## src/rtl/l2_cache_pkg.sv

```systemverilog
package l2_cache_pkg;

	// Word address geometry
	localparam int L2_ADDR_BITS = 26;
	localparam int L2_SET_BITS = 4;
	localparam int L2_TAG_BITS = L2_ADDR_BITS - L2_SET_BITS;
	localparam int L2_NUM_WAYS = 4;

	// The L1 above has 8 sets, so its tag drops 3 set bits from the address
	localparam int L1_SET_BITS = 3;
	localparam int L1_TAG_BITS = L2_ADDR_BITS - L1_SET_BITS;

	typedef enum logic
	{
		OP_LOAD = 1'b0,
		OP_STORE = 1'b1
	} l2_op_e;

	typedef logic [1:0] l2_way_t;

	typedef struct packed
	{
		logic [L2_TAG_BITS-1:0] tag;
		logic [L2_SET_BITS-1:0] set_index;
	} l2_addr_s;

	// A word address, seen whole or as its tag and set
	typedef union packed
	{
		logic [L2_ADDR_BITS-1:0] line;
		l2_addr_s fields;
	} l2_addr_u;

endpackage

```

## src/rtl/l2_stage_if.sv

```systemverilog
`timescale 1ns/1ps

// One request and its lookup results on the way from one stage to the next
interface l2_stage_if
	import l2_cache_pkg::*;
	#(parameter int SET_BITS = L2_SET_BITS);

	localparam int TAG_BITS = L2_ADDR_BITS - SET_BITS;

	logic valid;
	l2_op_e op;
	l2_addr_u addr;
	logic [31:0] wdata;
	logic hit;
	l2_way_t hit_way;
	l2_way_t replace_way;
	logic [TAG_BITS-1:0] replace_tag;
	logic victim_dirty;
	logic l1_valid;

	modport producer(output valid, op, addr, wdata, hit, hit_way, replace_way,
		replace_tag, victim_dirty, l1_valid);

	modport consumer(input valid, op, addr, wdata, hit, hit_way, replace_way,
		replace_tag, victim_dirty, l1_valid);

endinterface

```

## src/rtl/l2_cache_data.sv

```systemverilog
`timescale 1ns/1ps

module l2_cache_data
	import l2_cache_pkg::*;
	#(parameter int SET_BITS = L2_SET_BITS)
	(
	input clk,
	input reset,
	l2_stage_if.consumer in,
	input mem_ack,
	input [31:0] mem_rdata,
	output logic mem_req,
	output logic mem_write,
	output logic [L2_ADDR_BITS-1:0] mem_addr,
	output logic [31:0] mem_wdata,
	output logic fill_valid,
	output l2_way_t fill_way,
	output l2_addr_u fill_addr,
	output l2_op_e fill_op,
	output logic done,
	output logic [31:0] rsp_data,
	output logic rsp_hit,
	output logic rsp_l1_update
	);

	localparam int TAG_BITS = L2_ADDR_BITS - SET_BITS;
	localparam int NUM_LINES = L2_NUM_WAYS << SET_BITS;

	localparam logic [2:0] S_IDLE = 3'd0;
	localparam logic [2:0] S_WB_REQ = 3'd1;
	localparam logic [2:0] S_WB_END = 3'd2;
	localparam logic [2:0] S_FILL_REQ = 3'd3;
	localparam logic [2:0] S_FILL_END = 3'd4;
	localparam logic [2:0] S_UPDATE = 3'd5;

	logic [31:0] data_mem [NUM_LINES];
	logic [2:0] state;
	l2_op_e miss_op;
	l2_addr_u miss_addr;
	logic [31:0] miss_wdata;
	l2_way_t miss_way;
	logic [TAG_BITS-1:0] victim_tag;
	logic [31:0] fill_data;
	logic [31:0] update_data;
	l2_addr_u victim_addr;
	logic [SET_BITS+1:0] hit_line;
	logic [SET_BITS+1:0] miss_line;
	logic hit_done;
	logic miss_start;

	assign hit_line = {in.hit_way, in.addr.fields.set_index};
	assign miss_line = {miss_way, miss_addr.fields.set_index};
	assign hit_done = in.valid && in.hit;
	assign miss_start = state == S_IDLE && in.valid && !in.hit;

	// The victim goes back under its old tag in the same set
	always_comb
	begin
		victim_addr.fields.tag = victim_tag;
		victim_addr.fields.set_index = miss_addr.fields.set_index;
	end

	assign mem_req = state == S_WB_REQ || state == S_FILL_REQ;
	assign mem_write = state == S_WB_REQ;
	assign mem_addr = mem_write ? victim_addr.line : miss_addr.line;
	assign mem_wdata = data_mem[miss_line];

	assign fill_valid = state == S_UPDATE;
	assign fill_way = miss_way;
	assign fill_addr = miss_addr;
	assign fill_op = miss_op;
	assign done = hit_done || fill_valid;

	// Lines are a single word, so a store miss simply replaces the filled word
	assign update_data = miss_op == OP_STORE ? miss_wdata : fill_data;

	// Each memory transaction waits for mem_ack to fall before moving on
	always_ff @(posedge clk)
	begin
		if (reset)
			state <= S_IDLE;
		else
		begin
			case (state)
				S_IDLE:
					if (miss_start)
						state <= in.victim_dirty ? S_WB_REQ : S_FILL_REQ;
				S_WB_REQ:
					if (mem_ack)
						state <= S_WB_END;
				S_WB_END:
					if (!mem_ack)
						state <= S_FILL_REQ;
				S_FILL_REQ:
					if (mem_ack)
						state <= S_FILL_END;
				S_FILL_END:
					if (!mem_ack)
						state <= S_UPDATE;
				default:
					state <= S_IDLE;
			endcase
		end
	end

	always_ff @(posedge clk)
	begin
		if (miss_start)
		begin
			miss_op <= in.op;
			miss_addr <= in.addr;
			miss_wdata <= in.wdata;
			miss_way <= in.replace_way;
			victim_tag <= in.replace_tag;
		end
		if (state == S_FILL_REQ && mem_ack)
			fill_data <= mem_rdata;
	end

	always_ff @(posedge clk)
	begin
		if (hit_done)
		begin
			if (in.op == OP_STORE)
			begin
				data_mem[hit_line] <= in.wdata;
				rsp_data <= in.wdata;
			end
			else
				rsp_data <= data_mem[hit_line];
			rsp_hit <= 1'b1;
			// A store to a line that L1 holds means L1 must take the new word too
			rsp_l1_update <= in.op == OP_STORE && in.l1_valid;
		end
		else if (fill_valid)
		begin
			data_mem[miss_line] <= update_data;
			rsp_data <= update_data;
			rsp_hit <= 1'b0;
			rsp_l1_update <= 1'b0;
		end
	end

endmodule

```

## src/flat_wrapper.sv

```systemverilog
// flat-port wrapper written by rule: the top's interface ports become plain ports
module l2_cache_data_flat import l2_cache_pkg::*;
#(parameter int SET_BITS = L2_SET_BITS)
  (clk, reset, mem_ack, mem_rdata, mem_req, mem_write, mem_addr, mem_wdata, fill_valid, fill_way, fill_addr, fill_op, done, rsp_data, rsp_hit, rsp_l1_update, in_valid, in_op, in_addr, in_wdata, in_hit, in_hit_way, in_replace_way, in_replace_tag, in_victim_dirty, in_l1_valid);
  l2_stage_if #(.SET_BITS(SET_BITS)) in_i ();
  input clk;
  input reset;
  input mem_ack;
  input [31:0] mem_rdata;
  output logic mem_req;
  output logic mem_write;
  output logic [L2_ADDR_BITS-1:0] mem_addr;
  output logic [31:0] mem_wdata;
  output logic fill_valid;
  output l2_way_t fill_way;
  output l2_addr_u fill_addr;
  output l2_op_e fill_op;
  output logic done;
  output logic [31:0] rsp_data;
  output logic rsp_hit;
  output logic rsp_l1_update;
  input wire logic [$bits(in_i.valid)-1:0] in_valid;
  input wire logic [$bits(in_i.op)-1:0] in_op;
  input wire logic [$bits(in_i.addr)-1:0] in_addr;
  input wire logic [$bits(in_i.wdata)-1:0] in_wdata;
  input wire logic [$bits(in_i.hit)-1:0] in_hit;
  input wire logic [$bits(in_i.hit_way)-1:0] in_hit_way;
  input wire logic [$bits(in_i.replace_way)-1:0] in_replace_way;
  input wire logic [$bits(in_i.replace_tag)-1:0] in_replace_tag;
  input wire logic [$bits(in_i.victim_dirty)-1:0] in_victim_dirty;
  input wire logic [$bits(in_i.l1_valid)-1:0] in_l1_valid;
  assign in_i.valid = in_valid;
  assign in_i.op = in_op;
  assign in_i.addr = in_addr;
  assign in_i.wdata = in_wdata;
  assign in_i.hit = in_hit;
  assign in_i.hit_way = in_hit_way;
  assign in_i.replace_way = in_replace_way;
  assign in_i.replace_tag = in_replace_tag;
  assign in_i.victim_dirty = in_victim_dirty;
  assign in_i.l1_valid = in_l1_valid;
  l2_cache_data #(.SET_BITS(SET_BITS)) u_core (.clk(clk), .reset(reset), .in(in_i), .mem_ack(mem_ack), .mem_rdata(mem_rdata), .mem_req(mem_req), .mem_write(mem_write), .mem_addr(mem_addr), .mem_wdata(mem_wdata), .fill_valid(fill_valid), .fill_way(fill_way), .fill_addr(fill_addr), .fill_op(fill_op), .done(done), .rsp_data(rsp_data), .rsp_hit(rsp_hit), .rsp_l1_update(rsp_l1_update));
endmodule
```

## config.mk

```make
export PLATFORM = sky130hd
export DESIGN_NAME = l2_cache_data_flat
export DESIGN_NICKNAME = d
export VERILOG_FILES = /design/src/rtl/l2_cache_pkg.sv /design/src/rtl/l2_stage_if.sv /design/src/rtl/l2_cache_data.sv /design/src/flat_wrapper.sv
export SDC_FILE = /design/constraint.sdc
export NUM_CORES = 2
export LEC_CHECK = 0
export BUFFER_PORTS_ARGS = -buffer_cell sky130_fd_sc_hd__buf_2
export CORE_UTILIZATION = 60
export CTS_BUF_LIST = sky130_fd_sc_hd__clkbuf_8
export DETAILED_ROUTE_END_ITERATION = 10
export GPL_ROUTABILITY_DRIVEN = 0
export PLACE_DENSITY_LB_ADDON = 0.1
export SYNTH_ARGS = -nofsm -noshare
export SYNTH_HDL_FRONTEND = slang
export SYNTH_SLANG_ARGS = --single-unit
```

## constraint.sdc

```tcl
create_clock -name clk -period 14.2 [get_ports clk]
set_clock_uncertainty 0.2 [all_clocks]
set_input_delay 1.42 -clock clk [delete_from_list [all_inputs] [get_ports clk]]
set_output_delay 1.42 -clock clk [all_outputs]
set_load 0.02 [all_outputs]
```

## Word-level counts from Yosys, hierarchy flattened

Memories as Yosys holds them, arrays and structs flattened. A register that Yosys moved wholly into a read port is not among the register bits.
Index checks and enable logic that the tools add are counted.

- Bits in registers: 152
- RAM bits: 2048
- Input bits: 124
- Output and inout port bits: 125
- Memories kept: 1

Memories:

| name | words | width | rd ports | clocked after memory_dff | write ports | line | RTL |
|---|---|---|---|---|---|---|---|
| u_core.data_mem | 64 | 32 | 2 | 1 | 1 | l2_cache_data.sv:36 | `logic [31:0] data_mem [NUM_LINES];` |

- Equality and inequality tests: 10
- Multiplexer cells: 24
- Reductions and logical operators: 12

Operators with widths:

| operator | count |
|---|---|
| $mux 32 | 5 |
| $reduce_or 32->1 | 1 |
| $mux 26 | 1 |
| $mux 3 | 5 |
| $pmux 3 s5 | 1 |
| $mux 6 | 2 |
| $mux 1 | 9 |
| $ne 2x2->1 const B | 4 |
| $eq 3x2->1 const B | 2 |
| $eq 3x3->1 const B | 2 |
| $logic_and 1x1->1 | 5 |
| $reduce_and 5->1 | 1 |
| $eq 3x1->1 const B | 1 |
| $logic_not 3->1 | 1 |
| $logic_or 1x1->1 | 2 |
| $mux 2 | 1 |
| $ne 2x1->1 const B | 1 |
| $reduce_bool 2->1 | 1 |
| $logic_not 1->1 | 1 |

## Longest topological paths before layout

- Word-level depth: 6
- Mapped depth: 10

## Worst setup path after synthesis

OpenSTA, ideal clock, no wires.

- Kind: in2reg
- From: in in_hit
- To: reg with a tool-made name
- Setup time: 101 ps
- Arrival time: 11113 ps
- Required time: 13899 ps
- Setup slack: 2787 ps
- Cell stages on the path: 3
- Cell sequence: nand2b_1 nor4_1 mux2_2

RTL lines:

| item | line | RTL |
|---|---|---|
| start: declaration | flat_wrapper.sv:26 | `input wire logic [$bits(in_i.hit)-1:0] in_hit;` |

==> impl_metrics.env <==
export IMPL_initial_core_util=0.6032
export IMPL_grt_max_degree=143
export IMPL_synth_warning_count=0
export IMPL_synth_commonest_cells="edfxtp_1 (2,196), mux4_2 (1,203), mux2i_1 (209)"
export IMPL_clockRootBuffer="clkbuf_8"
export IMPL_placed_area_um2=105500
export IMPL_ys_flop_type="edfxtp_1"
export IMPL_slowest_delay_ps=890
export IMPL_die_area_um2=169600
export IMPL_finalPower_mw=14.07
export IMPL_finalNonFillerCells=7517
export IMPL_routedWlPerCell_um=44.96
export IMPL_grt_first_pass_wirelength_mm=458.6
export IMPL_port_buffer_count=248
export IMPL_synth_top_area_frac=0.6545
export IMPL_crit_required_ps=12580
export IMPL_cp_cell_sequence="buf_12 -> buf_4 -> buf_4 -> mux4_2 -> mux4_2 -> mux4_2 -> buf_2"
export IMPL_slew_viol_final=0
export IMPL_clk_latency_ps=1070
export IMPL_num_vias=58660
export IMPL_power_per_cell_area_nw_per_um2=125.5
export IMPL_fillCellCount=10690
export IMPL_cp_start_kind="flip-flop"
export IMPL_rsz0062_at_grt="no"
export IMPL_path_clk_slew_ps=60
export IMPL_async_flop_share=0
export IMPL_p_leak_nw=35.74
export IMPL_multi_input_area_um2=33810
export IMPL_clock_fmax_mhz=128.3
export IMPL_dp_cells=6861
export IMPL_postCtsSetupBuffers=0
export IMPL_hp_start="u_core.rsp_hit"
export IMPL_grt_util_all_layers=0.4041
export IMPL_crit_path_frequent_cell="mux4_2"
export IMPL_hold_class="flip-flop to flip-flop"
export IMPL_peakVddDrop_mv=0.1303
export IMPL_setup_worst_path_end_class="primary output"
export IMPL_synth_area_um2=100800
export IMPL_r2r_setup_slack_ps=8280
export IMPL_slew_headroom=0.01570
export IMPL_dr_first_iter_drc_count=10780
export IMPL_seq_area_frac_synth=0.6565
export IMPL_ctsResizeCount=0
export IMPL_drt_wl_total_mm=337.9
export IMPL_syn_area_per_cell_um2=21.96
export IMPL_syn_inst=4587
export IMPL_drive_above_1_share=0.4234
export IMPL_worstReg2RegStart="u_core.state[1]"
export IMPL_drt_vias_per_instance=7.804
export IMPL_yosysMostFrequentCell="edfxtp_1"
export IMPL_cp_slowest_cell="buf_4"
export IMPL_grt_pass1_vias=56540
export IMPL_ys_types=55
export IMPL_cts_buffer_depth=4
export IMPL_cts_sinks=2206
export IMPL_status="complete, no violations"
export IMPL_syn_nets=4711
export IMPL_num_io_pins=249
export IMPL_fin_crit_ps=7793
export IMPL_ant_nets=0
export IMPL_tritoncts="done"
export IMPL_ys_ff_latch=2206
export IMPL_tightestPinTransition_ps=1471
export IMPL_nNetsFinal=5148
export IMPL_drcViolationCount=0
export IMPL_row_count=150
export IMPL_fin_setup_tns_ps=0
export IMPL_hold_viol=0
export IMPL_dr_pass1_iters=8
export IMPL_cts_buffers=365
export IMPL_critPathKind="flip-flop to primary output"
export IMPL_final_cell_area_um2=112100
export IMPL_die_h_um=411.8
export IMPL_die_x_um=411.8
export IMPL_area_delta_synth_final_pct=11.23
export IMPL_cts_max_level=5
export IMPL_cts_hold_fix_buffers=0
export IMPL_arrival_ps=6170
export IMPL_seqCellArea_um2=66170
export IMPL_overflow=0
export IMPL_antenna_found_initial=20
export IMPL_core_area_um2=167000
export IMPL_period_share=0.5488
export IMPL_synth_edf_count=2196
export IMPL_synth_top_cell_by_area="edfxtp_1"
export IMPL_cap_violations=0
export IMPL_dpl_hpwl_mm=190.2
export IMPL_final_util=0.6709
export IMPL_ys_top_cells_by_area="edfxtp_1 (65%), mux4_2 (27%), mux2i_1 (2.1%)"
export IMPL_cp_max_fo=90
export IMPL_final_setup_viol_count=0
[layer usage]
layer,global-route usage,part of all wire,vias up,wire length (um)
li1,-,-,21290,-
met3,0.1331,0.15,1057,49080
met1,0.5337,0.33,30970,110800
met2,0.5918,0.46,5341,154700
met5,0,0.000080,-,27
met4,0.2409,0.069,6,23300
[path summary, 6_finish.rpt]
check                                               end  cells past startpoint
worst max register to register  u_core.data_mem[15][20]                      7
worst max-delay path                      mem_wdata[12]                      7
worst min register to register           u_core.rsp_hit                      2
worst min-delay path                     u_core.rsp_hit                      2
[cell type report]
class                           instances  area share
Antenna cell                           22   0.0004912
Clock buffer                          374     0.04593
Clock inverter                        260     0.01243
Inverter                                5   0.0001675
Multi-Input combinational cell       2022      0.3017
Sequential cell                      2206      0.5904
Tap cell                             2204     0.02461
Timing Repair Buffer                  424     0.02430
[state kept, by name, summed over array words and instances, names as in the netlist, named ones only]
signal                cells
u_core.data_mem        2048
u_core.fill_data         32
u_core.miss_wdata        32
u_core.rsp_data          32
u_core.fill_addr         26
u_core.victim_tag        22
u_core.state              3
u_core.fill_way           2
u_core.fill_op            1
u_core.rsp_hit            1
u_core.rsp_l1_update      1
[metrics by stage]
step / worst slack (ps) / hold WS [ps]
floorplan: 2787 / 304.3
global placement: 7441 / 234.8
detailed placement: 7388 / 238.6
CTS: 6236 / 247.6
global route: 5987 / 290.0
finish: 6407 / 243.4
[cell families after synthesis]
group,count (synthesis),share of synthesized area
buffers and inverters,359,0.01761
AO/OA/AOI/OAI,257,0.01678
multiplexers,1462,0.2953
XOR/XNOR,1,0.00008695
AND/OR/NAND/NOR,302,0.01377
flip-flops,2206,0.6565
[placed cells by master, fill, tap and decap left out, types with 4 or more instances in the layout]
| cell type | n |
|---|---|
| a2111oi_0 | 4 |
| a211oi_1 | 34 |
| a21oi_1 | 37 |
| a221oi_1 | 10 |
| a22oi_1 | 32 |
| a31oi_1 | 9 |
| a31oi_2 | 6 |
| buf_12 | 10 |
| buf_2 | 244 |
| buf_4 | 166 |
| bufinv_16 | 13 |
| clkbuf_8 | 374 |
| clkinv_1 | 92 |
| clkinv_2 | 38 |
| clkinvlp_4 | 6 |
| dfxtp_1 | 4 |
| dfxtp_4 | 6 |
| diode_2 | 22 |
| edfxtp_1 | 2196 |
| inv_1 | 114 |
| mux2_2 | 50 |
| mux2i_1 | 208 |
| mux4_2 | 1203 |
| nand2_1 | 107 |
| nand2_2 | 4 |
| nand2b_1 | 5 |
| nand3b_1 | 21 |
| nor2_1 | 31 |
| nor2_4 | 66 |
| nor2b_1 | 19 |
| nor3_1 | 15 |
| nor3b_1 | 9 |
| o21ai_0 | 18 |
| o21ai_4 | 32 |
| o221ai_1 | 5 |
| o22ai_1 | 44 |
[power breakdown]
part	switching, mW	leakage [nW]	total (mW)	internal (mW)
combinational	0.906	12.1	1.60	0.694
sequential	0.0579	19.9	7.27	7.21
clock	2.54	3.76	5.20	2.67
total	3.50	35.7	14.1	10.6
[critical path: cells and delay by family, from the launching register on]
family / cells / cell delay [ps]
buf+inv: 4 / 2390
mux: 3 / 1720
flops: 1 / 810
No activity file was read; power rests on OpenSTA's default activity.
