[src/rtl/l2_cache_pkg.sv]
package l2_cache_pkg;

	// Word address geometry
	localparam int L2_ADDR_BITS = 26;
	localparam int L2_SET_BITS = 4;
	localparam int L2_TAG_BITS = L2_ADDR_BITS - L2_SET_BITS;
	localparam int L2_NUM_WAYS = 4;

	// The L1 above has 8 sets, so its tag drops 3 set bits from the address
	localparam int L1_SET_BITS = 3;
	localparam int L1_TAG_BITS = L2_ADDR_BITS - L1_SET_BITS;

	typedef enum logic
	{
		OP_LOAD = 1'b0,
		OP_STORE = 1'b1
	} l2_op_e;

	typedef logic [1:0] l2_way_t;

	typedef struct packed
	{
		logic [L2_TAG_BITS-1:0] tag;
		logic [L2_SET_BITS-1:0] set_index;
	} l2_addr_s;

	// A word address, seen whole or as its tag and set
	typedef union packed
	{
		logic [L2_ADDR_BITS-1:0] line;
		l2_addr_s fields;
	} l2_addr_u;

endpackage

[src/rtl/l2_stage_if.sv]
`timescale 1ns/1ps

// One request and its lookup results on the way from one stage to the next
interface l2_stage_if
	import l2_cache_pkg::*;
	#(parameter int SET_BITS = L2_SET_BITS);

	localparam int TAG_BITS = L2_ADDR_BITS - SET_BITS;

	logic valid;
	l2_op_e op;
	l2_addr_u addr;
	logic [31:0] wdata;
	logic hit;
	l2_way_t hit_way;
	l2_way_t replace_way;
	logic [TAG_BITS-1:0] replace_tag;
	logic victim_dirty;
	logic l1_valid;

	modport producer(output valid, op, addr, wdata, hit, hit_way, replace_way,
		replace_tag, victim_dirty, l1_valid);

	modport consumer(input valid, op, addr, wdata, hit, hit_way, replace_way,
		replace_tag, victim_dirty, l1_valid);

endinterface

[src/rtl/l2_cache_dir.sv]
`timescale 1ns/1ps

module l2_cache_dir
	import l2_cache_pkg::*;
	#(parameter int SET_BITS = L2_SET_BITS)
	(
	input clk,
	input reset,
	input fill_valid,
	input l2_way_t fill_way,
	input l2_addr_u fill_addr,
	input l2_op_e fill_op,
	l2_stage_if.consumer in,
	l2_stage_if.producer out
	);

	localparam int NUM_SETS = 1 << SET_BITS;
	localparam int KEY_BITS = 2 + SET_BITS;
	localparam int NUM_ENTRIES = 1 << KEY_BITS;

	// Directory entries are keyed by {L2 way, L2 set} and hold the L1 tag of the copy
	logic [NUM_ENTRIES-1:0] dir_valid;
	logic [L1_TAG_BITS-1:0] dir_tag [NUM_ENTRIES];
	logic [L2_NUM_WAYS-1:0][NUM_SETS-1:0] dirty;

	logic [KEY_BITS-1:0] hit_key;
	logic [KEY_BITS-1:0] fill_key;
	logic [L1_TAG_BITS-1:0] req_l1_tag;
	logic [L1_TAG_BITS-1:0] fill_l1_tag;
	logic load_hit;
	logic store_hit;

	assign hit_key = {in.hit_way, in.addr.fields.set_index};
	assign fill_key = {fill_way, fill_addr.fields.set_index};
	assign req_l1_tag = in.addr.line[L2_ADDR_BITS-1:L1_SET_BITS];
	assign fill_l1_tag = fill_addr.line[L2_ADDR_BITS-1:L1_SET_BITS];
	assign load_hit = in.valid && in.hit && in.op == OP_LOAD;
	assign store_hit = in.valid && in.hit && in.op == OP_STORE;

	always_ff @(posedge clk)
	begin
		if (reset)
		begin
			dirty <= '0;
			dir_valid <= '0;
		end
		else if (fill_valid)
		begin
			// A store fill is written right away, a load fill arrives clean
			dirty[fill_way][fill_addr.fields.set_index] <= fill_op == OP_STORE;
			dir_valid[fill_key] <= fill_op == OP_LOAD;
		end
		else
		begin
			if (store_hit)
				dirty[in.hit_way][in.addr.fields.set_index] <= 1'b1;
			if (load_hit)
				dir_valid[hit_key] <= 1'b1;
		end
	end

	always_ff @(posedge clk)
	begin
		if (fill_valid && fill_op == OP_LOAD)
			dir_tag[fill_key] <= fill_l1_tag;
		else if (load_hit)
			dir_tag[hit_key] <= req_l1_tag;
	end

	always_ff @(posedge clk)
	begin
		if (reset)
			out.valid <= 1'b0;
		else
			out.valid <= in.valid;
	end

	// The lookups read the state as it was before this cycle's update
	always_ff @(posedge clk)
	begin
		out.op <= in.op;
		out.addr <= in.addr;
		out.wdata <= in.wdata;
		out.hit <= in.hit;
		out.hit_way <= in.hit_way;
		out.replace_way <= in.replace_way;
		out.replace_tag <= in.replace_tag;
		out.victim_dirty <= dirty[in.replace_way][in.addr.fields.set_index];
		out.l1_valid <= in.hit && dir_valid[hit_key] && dir_tag[hit_key] == req_l1_tag;
	end

endmodule

[src/flat_wrapper.sv]
// flat-port wrapper written by rule: the top's interface ports become plain ports
module l2_cache_dir_flat import l2_cache_pkg::*;
#(parameter int SET_BITS = L2_SET_BITS)
  (clk, reset, fill_valid, fill_way, fill_addr, fill_op, in_valid, in_op, in_addr, in_wdata, in_hit, in_hit_way, in_replace_way, in_replace_tag, in_victim_dirty, in_l1_valid, out_valid, out_op, out_addr, out_wdata, out_hit, out_hit_way, out_replace_way, out_replace_tag, out_victim_dirty, out_l1_valid);
  l2_stage_if #(.SET_BITS(SET_BITS)) in_i ();
  l2_stage_if #(.SET_BITS(SET_BITS)) out_i ();
  input clk;
  input reset;
  input fill_valid;
  input l2_way_t fill_way;
  input l2_addr_u fill_addr;
  input l2_op_e fill_op;
  input wire logic [$bits(in_i.valid)-1:0] in_valid;
  input wire logic [$bits(in_i.op)-1:0] in_op;
  input wire logic [$bits(in_i.addr)-1:0] in_addr;
  input wire logic [$bits(in_i.wdata)-1:0] in_wdata;
  input wire logic [$bits(in_i.hit)-1:0] in_hit;
  input wire logic [$bits(in_i.hit_way)-1:0] in_hit_way;
  input wire logic [$bits(in_i.replace_way)-1:0] in_replace_way;
  input wire logic [$bits(in_i.replace_tag)-1:0] in_replace_tag;
  input wire logic [$bits(in_i.victim_dirty)-1:0] in_victim_dirty;
  input wire logic [$bits(in_i.l1_valid)-1:0] in_l1_valid;
  output wire logic [$bits(out_i.valid)-1:0] out_valid;
  output wire logic [$bits(out_i.op)-1:0] out_op;
  output wire logic [$bits(out_i.addr)-1:0] out_addr;
  output wire logic [$bits(out_i.wdata)-1:0] out_wdata;
  output wire logic [$bits(out_i.hit)-1:0] out_hit;
  output wire logic [$bits(out_i.hit_way)-1:0] out_hit_way;
  output wire logic [$bits(out_i.replace_way)-1:0] out_replace_way;
  output wire logic [$bits(out_i.replace_tag)-1:0] out_replace_tag;
  output wire logic [$bits(out_i.victim_dirty)-1:0] out_victim_dirty;
  output wire logic [$bits(out_i.l1_valid)-1:0] out_l1_valid;
  assign in_i.valid = in_valid;
  assign in_i.op = in_op;
  assign in_i.addr = in_addr;
  assign in_i.wdata = in_wdata;
  assign in_i.hit = in_hit;
  assign in_i.hit_way = in_hit_way;
  assign in_i.replace_way = in_replace_way;
  assign in_i.replace_tag = in_replace_tag;
  assign in_i.victim_dirty = in_victim_dirty;
  assign in_i.l1_valid = in_l1_valid;
  assign out_valid = out_i.valid;
  assign out_op = out_i.op;
  assign out_addr = out_i.addr;
  assign out_wdata = out_i.wdata;
  assign out_hit = out_i.hit;
  assign out_hit_way = out_i.hit_way;
  assign out_replace_way = out_i.replace_way;
  assign out_replace_tag = out_i.replace_tag;
  assign out_victim_dirty = out_i.victim_dirty;
  assign out_l1_valid = out_i.l1_valid;
  l2_cache_dir #(.SET_BITS(SET_BITS)) u_core (.clk(clk), .reset(reset), .fill_valid(fill_valid), .fill_way(fill_way), .fill_addr(fill_addr), .fill_op(fill_op), .in(in_i), .out(out_i));
endmodule
[config.mk]
export PLATFORM = sky130hd
export DESIGN_NAME = l2_cache_dir_flat
export DESIGN_NICKNAME = d
export VERILOG_FILES = /design/src/rtl/l2_cache_pkg.sv /design/src/rtl/l2_stage_if.sv /design/src/rtl/l2_cache_dir.sv /design/src/flat_wrapper.sv
export SDC_FILE = /design/constraint.sdc
export NUM_CORES = 2
export LEC_CHECK = 0
export BUFFER_PORTS_ARGS = -buffer_cell sky130_fd_sc_hd__buf_2
export CAP_MARGIN = 20
export CORE_ASPECT_RATIO = 0.6
export CORE_MARGIN = 8
export CORE_UTILIZATION = 51
export DETAILED_ROUTE_END_ITERATION = 8
export GPL_TIMING_DRIVEN = 1
export HOLD_SLACK_MARGIN = 0.1
export PLACE_DENSITY = 0.78
export SYNTH_ARGS = -nofsm -noshare
export SYNTH_HDL_FRONTEND = slang
export SYNTH_SLANG_ARGS = --single-unit
[constraint.sdc]
create_clock -name clk -period 6.4 [get_ports clk]
set_input_delay 1.28 -clock clk [delete_from_list [all_inputs] [get_ports clk]]
set_output_delay 1.28 -clock clk [all_outputs]
set_load 0.1 [all_outputs]
Word level (Yosys, flattened, before mapping)

Memories as Yosys holds them, arrays and structs flattened.
Cells that the tools add are included.

Register bits: 217
RAM bits: 1,472
Output and inout bits: 89
Word-level logic and storage cells: 81
Memories kept: 1

Memories:

| memory         | words | width | rd ports | clocked after Yosys merged registers in | write ports | RTL line           | RTL |
|---|---|---|---|---|---|---|---|
| u_core.dir_tag | 64    | 23    | 1        | 0                                       | 1           | l2_cache_dir.sv:23 | `logic [L1_TAG_BITS-1:0] dir_tag [NUM_ENTRIES];` |

$lt $le $gt $ge: 13
Equality and inequality tests: 1
Multiplexer cells: 32
Bitwise logic cells: 4
Reduce and logical (&&, ||, !) cells: 15

Operators with widths:

| kind                                                 | number |
|---|---|
| 2-to-1 mux 64 bit                                    | 4 |
| bitwise mux 64 bit                                   | 2 |
| bitwise OR 64 bit                                    | 2 |
| demux 16 bit (select 2 bit)                          | 2 |
| 2-to-1 mux 16 bit                                    | 3 |
| binary-select mux 16 bit (select 2 bit)              | 1 |
| equality test 23 bit                                 | 1 |
| 2-to-1 mux 23 bit                                    | 1 |
| OR reduction 23 bit                                  | 1 |
| < comparator 6 x 7 -> 1 bit (second input constant)  | 2 |
| demux 1 bit (select 6 bit)                           | 2 |
| >= comparator 6 x 1 -> 1 bit (second input constant) | 2 |
| logical AND 1 bit                                    | 12 |
| 2-to-1 mux 1 bit                                     | 12 |
| < comparator 4 x 5 -> 1 bit (second input constant)  | 2 |
| < comparator 2 x 3 -> 1 bit (second input constant)  | 3 |
| demux 1 bit (select 4 bit)                           | 2 |
| >= comparator 4 x 1 -> 1 bit (second input constant) | 2 |
| binary-select mux 1 bit (select 6 bit)               | 1 |
| 2-to-1 mux 6 bit                                     | 1 |
| binary-select mux 1 bit (select 4 bit)               | 1 |
| >= comparator 2 x 1 -> 1 bit (second input constant) | 2 |
| nonzero test 2 bit                                   | 2 |
| NOT 1 bit                                            | 2 |

Longest topological paths before layout

Word-level depth: 9
Gate-level depth with buffers: 15

Worst setup path before layout

OpenSTA, ideal clock, no wires.

Path type: input -> register
From: in fill_valid
To: mem u_core.dir_tag[0][22] in the netlist's numbering (data pin)
Setup time: 0.702 ns
Arrival time: 4.853 ns
Data required time: 5.698 ns
Path slack: 0.845 ns
Stages on the path: 6
Cell sequence: nor2b_1 clkbuf_1 or3_1 clkbuf_1 clkbuf_1 o21ai_0

Word-level cells in the longest chain between the ends: 5

Ends and longest elaborated chain:

| item                                   | RTL line           | RTL |
|---|---|---|
| from (decl)                            | flat_wrapper.sv:9  | `input fill_valid;` |
| logical AND 1 bit                      | l2_cache_dir.sv:64 | `if (fill_valid && fill_op == OP_LOAD)` |
| 2-to-1 mux 1 bit                       | l2_cache_dir.sv:64 |  |
| 2-to-1 mux 1 bit (implied by the code) | l2_cache_dir.sv:67 | `dir_tag[hit_key] <= req_l1_tag;` |
| OR reduction 23 bit (no source line)   | n/a                |  |
| 2-to-1 mux 23 bit (no source line)     | n/a                |  |
| to (decl)                              | l2_cache_dir.sv:23 |  |

Every way passes these cells.

Final worst setup path

From: in in_addr[1]
To: reg u_core.out.l1_valid

Word-level cells in the longest chain between the ends: 4
Elaborated cells between the ends (all ways): 6
Classes of those cells: eq/ne: 1; mux: 2; reduce/logical: 2; memory: 1

Ends and longest elaborated chain:

| item                                                              | RTL line           | RTL |
|---|---|---|
| from (decl)                                                       | flat_wrapper.sv:15 | `input wire logic [$bits(in_i.addr)-1:0] in_addr;` |
| branches (longest 3 deep; another with memory read (64 x 23 bit)) | n/a                |  |
| logical AND 1 bit *                                               | l2_cache_dir.sv:89 | `out.l1_valid <= in.hit && dir_valid[hit_key] && dir_tag[hit_key] == req_l1_tag;` |
| to (signal assigned)                                              | l2_cache_dir.sv:89 |  |
| to (decl)                                                         | l2_stage_if.sv:22  | `replace_tag, victim_dirty, l1_valid);` |

Mark *: on every way between the ends. The select of a mux whose other input is x is not followed.
A chain may end at the register's enable or synchronous reset.

==> impl_metrics.yaml <==
outcome:
  status: "complete, no violations"
die:
  die_area_um2: 143000
  die_w_um: 483
  io_pins: 210
  die_h_um: 296
  core_um2: 129000
  initial_core_util_pct: 51.5
  num_rows: 102
place:
  io_buffers: 207
  postPlaceCellArea_um2: 70500
  dp.final_hpwl_mm: 119
  post-place-ws_ns: 1.16
  place.gp.congestion: 1.01
  dp_cells: 5721
drt:
  drt_iter0_markers: 7476
  wl_per_cell_um: 33.1
  ant_nets: 0
  viasPerCell: 6.77
  routed_wl_mm: 199
  first_pass_iters: 8
  route.vias.total: 40700
  drc: 0
layout:
  layout-drive-gt1-share_pct: 25.5
  final_area_um2: 75300
  final_cells: 6001
  final_cell_mix: "1472 x edfxtp_1, 329 x mux4_2, 217 x dfxtp_1, 211 x nand2_1, 210 x nor2_1"
  nets: 4283
  utilization_pct: 58.2
  final_common_cell: "edfxtp_1"
  syn_to_final_growth_pct: 12.9
pwr:
  leakage_nw: 24.4
  p_total_mw: 22.8
  power_density_nw_per_um2: 303
  peakVddDrop_uv: 195
worst_setup_path:
  cpMostUsedCell: "nor4_1"
  critical_path_arrival_ns: 5.44
  crit_family: "simple AND/OR/NAND/NOR gates"
  start_kind: "input port"
  worstPathRequired_ns: 7.10
  worstSetupPathType: "input port to flop"
  path_max_fanout: 72
  end_kind: "flop"
  critical_path_buf_inv_count: 2
  slowest_delay_ns: 0.90
  cp_slowest_cell: "nor4_1"
  crit_chain: "buf_8, buf_4, mux2i_1, o22ai_1, nor4_1, a31o_2, o41ai_1, xor2_1, nor4_1, nand4_1, nor4_2"
min_path:
  hold_class: "flop to flop"
clock_tree:
  hold_buffers: 0
  post_cts_buffers: 0
  cts_root_buf: "clkbuf_16"
  clkTransAtPathRegs_ns: 0.06
  clock_latency_ns: 0.78
  cts_made_buffers: 150
  cts_max_level: 4
  clkSinkCount: 1689
  clockBufferDepth: 3
  cts.repair.resized: 0
  cts_tree: "yes"
timing:
  slew_viol_final: 0
  tns_ns: 0
  hold_violations: 0
  fin_ws_ns: 1.65
  worst_pin_slew_ns: 1.11
  hold_slack_ns: 0.500
  timing.final.crit_share_pct: 74.2
  slew_headroom_pct: 23.8
  fmax_mhz: 211
  fin_crit_ns: 4.75
  grt_setup_unrepaired: "false"
  clock_skew_ns: 0.0222
  finalSetupViolCount: 0
synthesis:
  synth_edf_count: 1472
  ys_types: 72
  synth_seq_cells: 1689
  synth_flop_cell: "edfxtp_1"
  yosysTopAreaCellShare_pct: 66.3
  ys_top_cells_by_area: "edfxtp_1 66%, mux4_2 11%, dfxtp_1 6.5%"
  synth_cells: 3849
  yosys_warnings: 0
  async_reset_ff_share_pct: 0
  yosysTopAreaCell: "edfxtp_1"
  synth_area_per_cell_um2: 17.3
  synth_seq_area_share_pct: 72.8
  synth_area_um2: 66700
  synth_nets: 3970
global_routing:
  antenna_found_initial: 11
  grt_first_pass_wirelength_mm: 281
  grt_usage_pct: 27.4
  grt_pass1_vias: 39100
  grt_max_degree: 75
  grt-ovfl-total: 0
run:
  drv_cap: 0
## Yosys cell counts (3+ instances only)
master / count
o21ai_0: 72
nor2_1: 268
edfxtp_1: 1472
nand3_1: 32
o21ai_1: 3
a22oi_1: 49
mux2_2: 51
inv_1: 4
nor3_1: 168
a311oi_1: 10
mux4_2: 329
o22ai_1: 93
a22o_1: 11
xnor2_1: 19
o41ai_1: 3
nand2b_1: 14
or3_1: 8
o211ai_1: 8
o2111ai_1: 3
o31ai_1: 8
nand4_1: 3
a221oi_1: 15
buf_4: 24
a211oi_1: 25
a31oi_1: 15
xor2_1: 14
a2111oi_0: 6
nand4bb_1: 3
mux2i_1: 155
a32oi_1: 20
buf_1: 14
nand2_1: 232
buf_2: 65
dfxtp_1: 217
a21oi_1: 167
or2_2: 6
clkbuf_1: 111
nand4b_1: 4
nor2b_1: 23
o21bai_1: 7
and2_1: 12
nor4_1: 13
buf_6: 20
and3_1: 6
o221ai_1: 9
## power by group
part	total (mW)	switching, mW	internal (mW)
sequential	12.2	0.0346	12.1
combinational	1.78	1.29	0.488
clock	8.85	4.05	4.80
## kinds of logic (layout without fill, tap and decap cells)
family / Yosys count / count (layout) / synth area share, %
AOI/OAI and AO/OA: 544 / 544 / 5.22
muxes: 535 / 535 / 14.3
xor gates and xnor gates: 33 / 33 / 0.433
buffers and inverters: 241 / 670 / 1.84
DFF: 1689 / 1689 / 72.8
other: 0 / 7 / 0
and+or+nand+nor: 807 / 807 / 5.42
## worst min-delay path, delay by kind of cell, from the launching register on
family,cells,cell delay [ns]
flops,1,0.31
compound gates,2,0.14
## sequential cells by signal, indices dropped and copies added (netlist names)
name                     flops
u_core.dir_tag            1472
u_core.dir_valid            64
u_core.dirty                64
u_core.out.wdata            32
u_core.out.addr             26
u_core.out.replace_tag      22
u_core.out.hit_way           2
u_core.out.replace_way       2
u_core.out.hit               1
u_core.out.l1_valid          1
u_core.out.op                1
u_core.out.valid             1
u_core.out.victim_dirty      1
## worst paths after layout
check,end,from,cells after the start,slack (ns)
setup / recovery,u_core.out.l1_valid$_DFF_P_,in_addr[1],11,1.65
hold / removal,u_core.dirty[58]$_SDFFE_PP0P_,u_core.dirty[58]$_SDFFE_PP0P_,2,0.50
setup reg to reg,u_core.out.l1_valid$_DFF_P_,u_core.dir_tag[15][8]$_DFFE_PP_,9,3.04
hold reg to reg,u_core.dirty[58]$_SDFFE_PP0P_,u_core.dirty[58]$_SDFFE_PP0P_,2,0.50
## cell type report
type / instances / area (um^2)
antenna: 7 / 17.5
tap: 1716 / 2150
clock buffer: 183 / 4010
timing repair buffer: 395 / 2710
clock inverter: 85 / 679
multi-input combinational: 1919 / 17200
fill: 9347 / 54100
sequential: 1689 / 48500
inverter: 7 / 27.5
## routing by layer
| layer | wire length, um | vias to the layer above | GRT usage (%) |
|---|---|---|---|
| li1 | - | 16100 | - |
| met5 | 169 | - | 0.668 |
| met1 | 72600 | 20500 | 38.7 |
| met3 | 36400 | 498 | 12.3 |
| met2 | 82100 | 3635 | 37.4 |
| met4 | 7510 | 8 | 9.74 |
(Power assumes the default switching activity.)
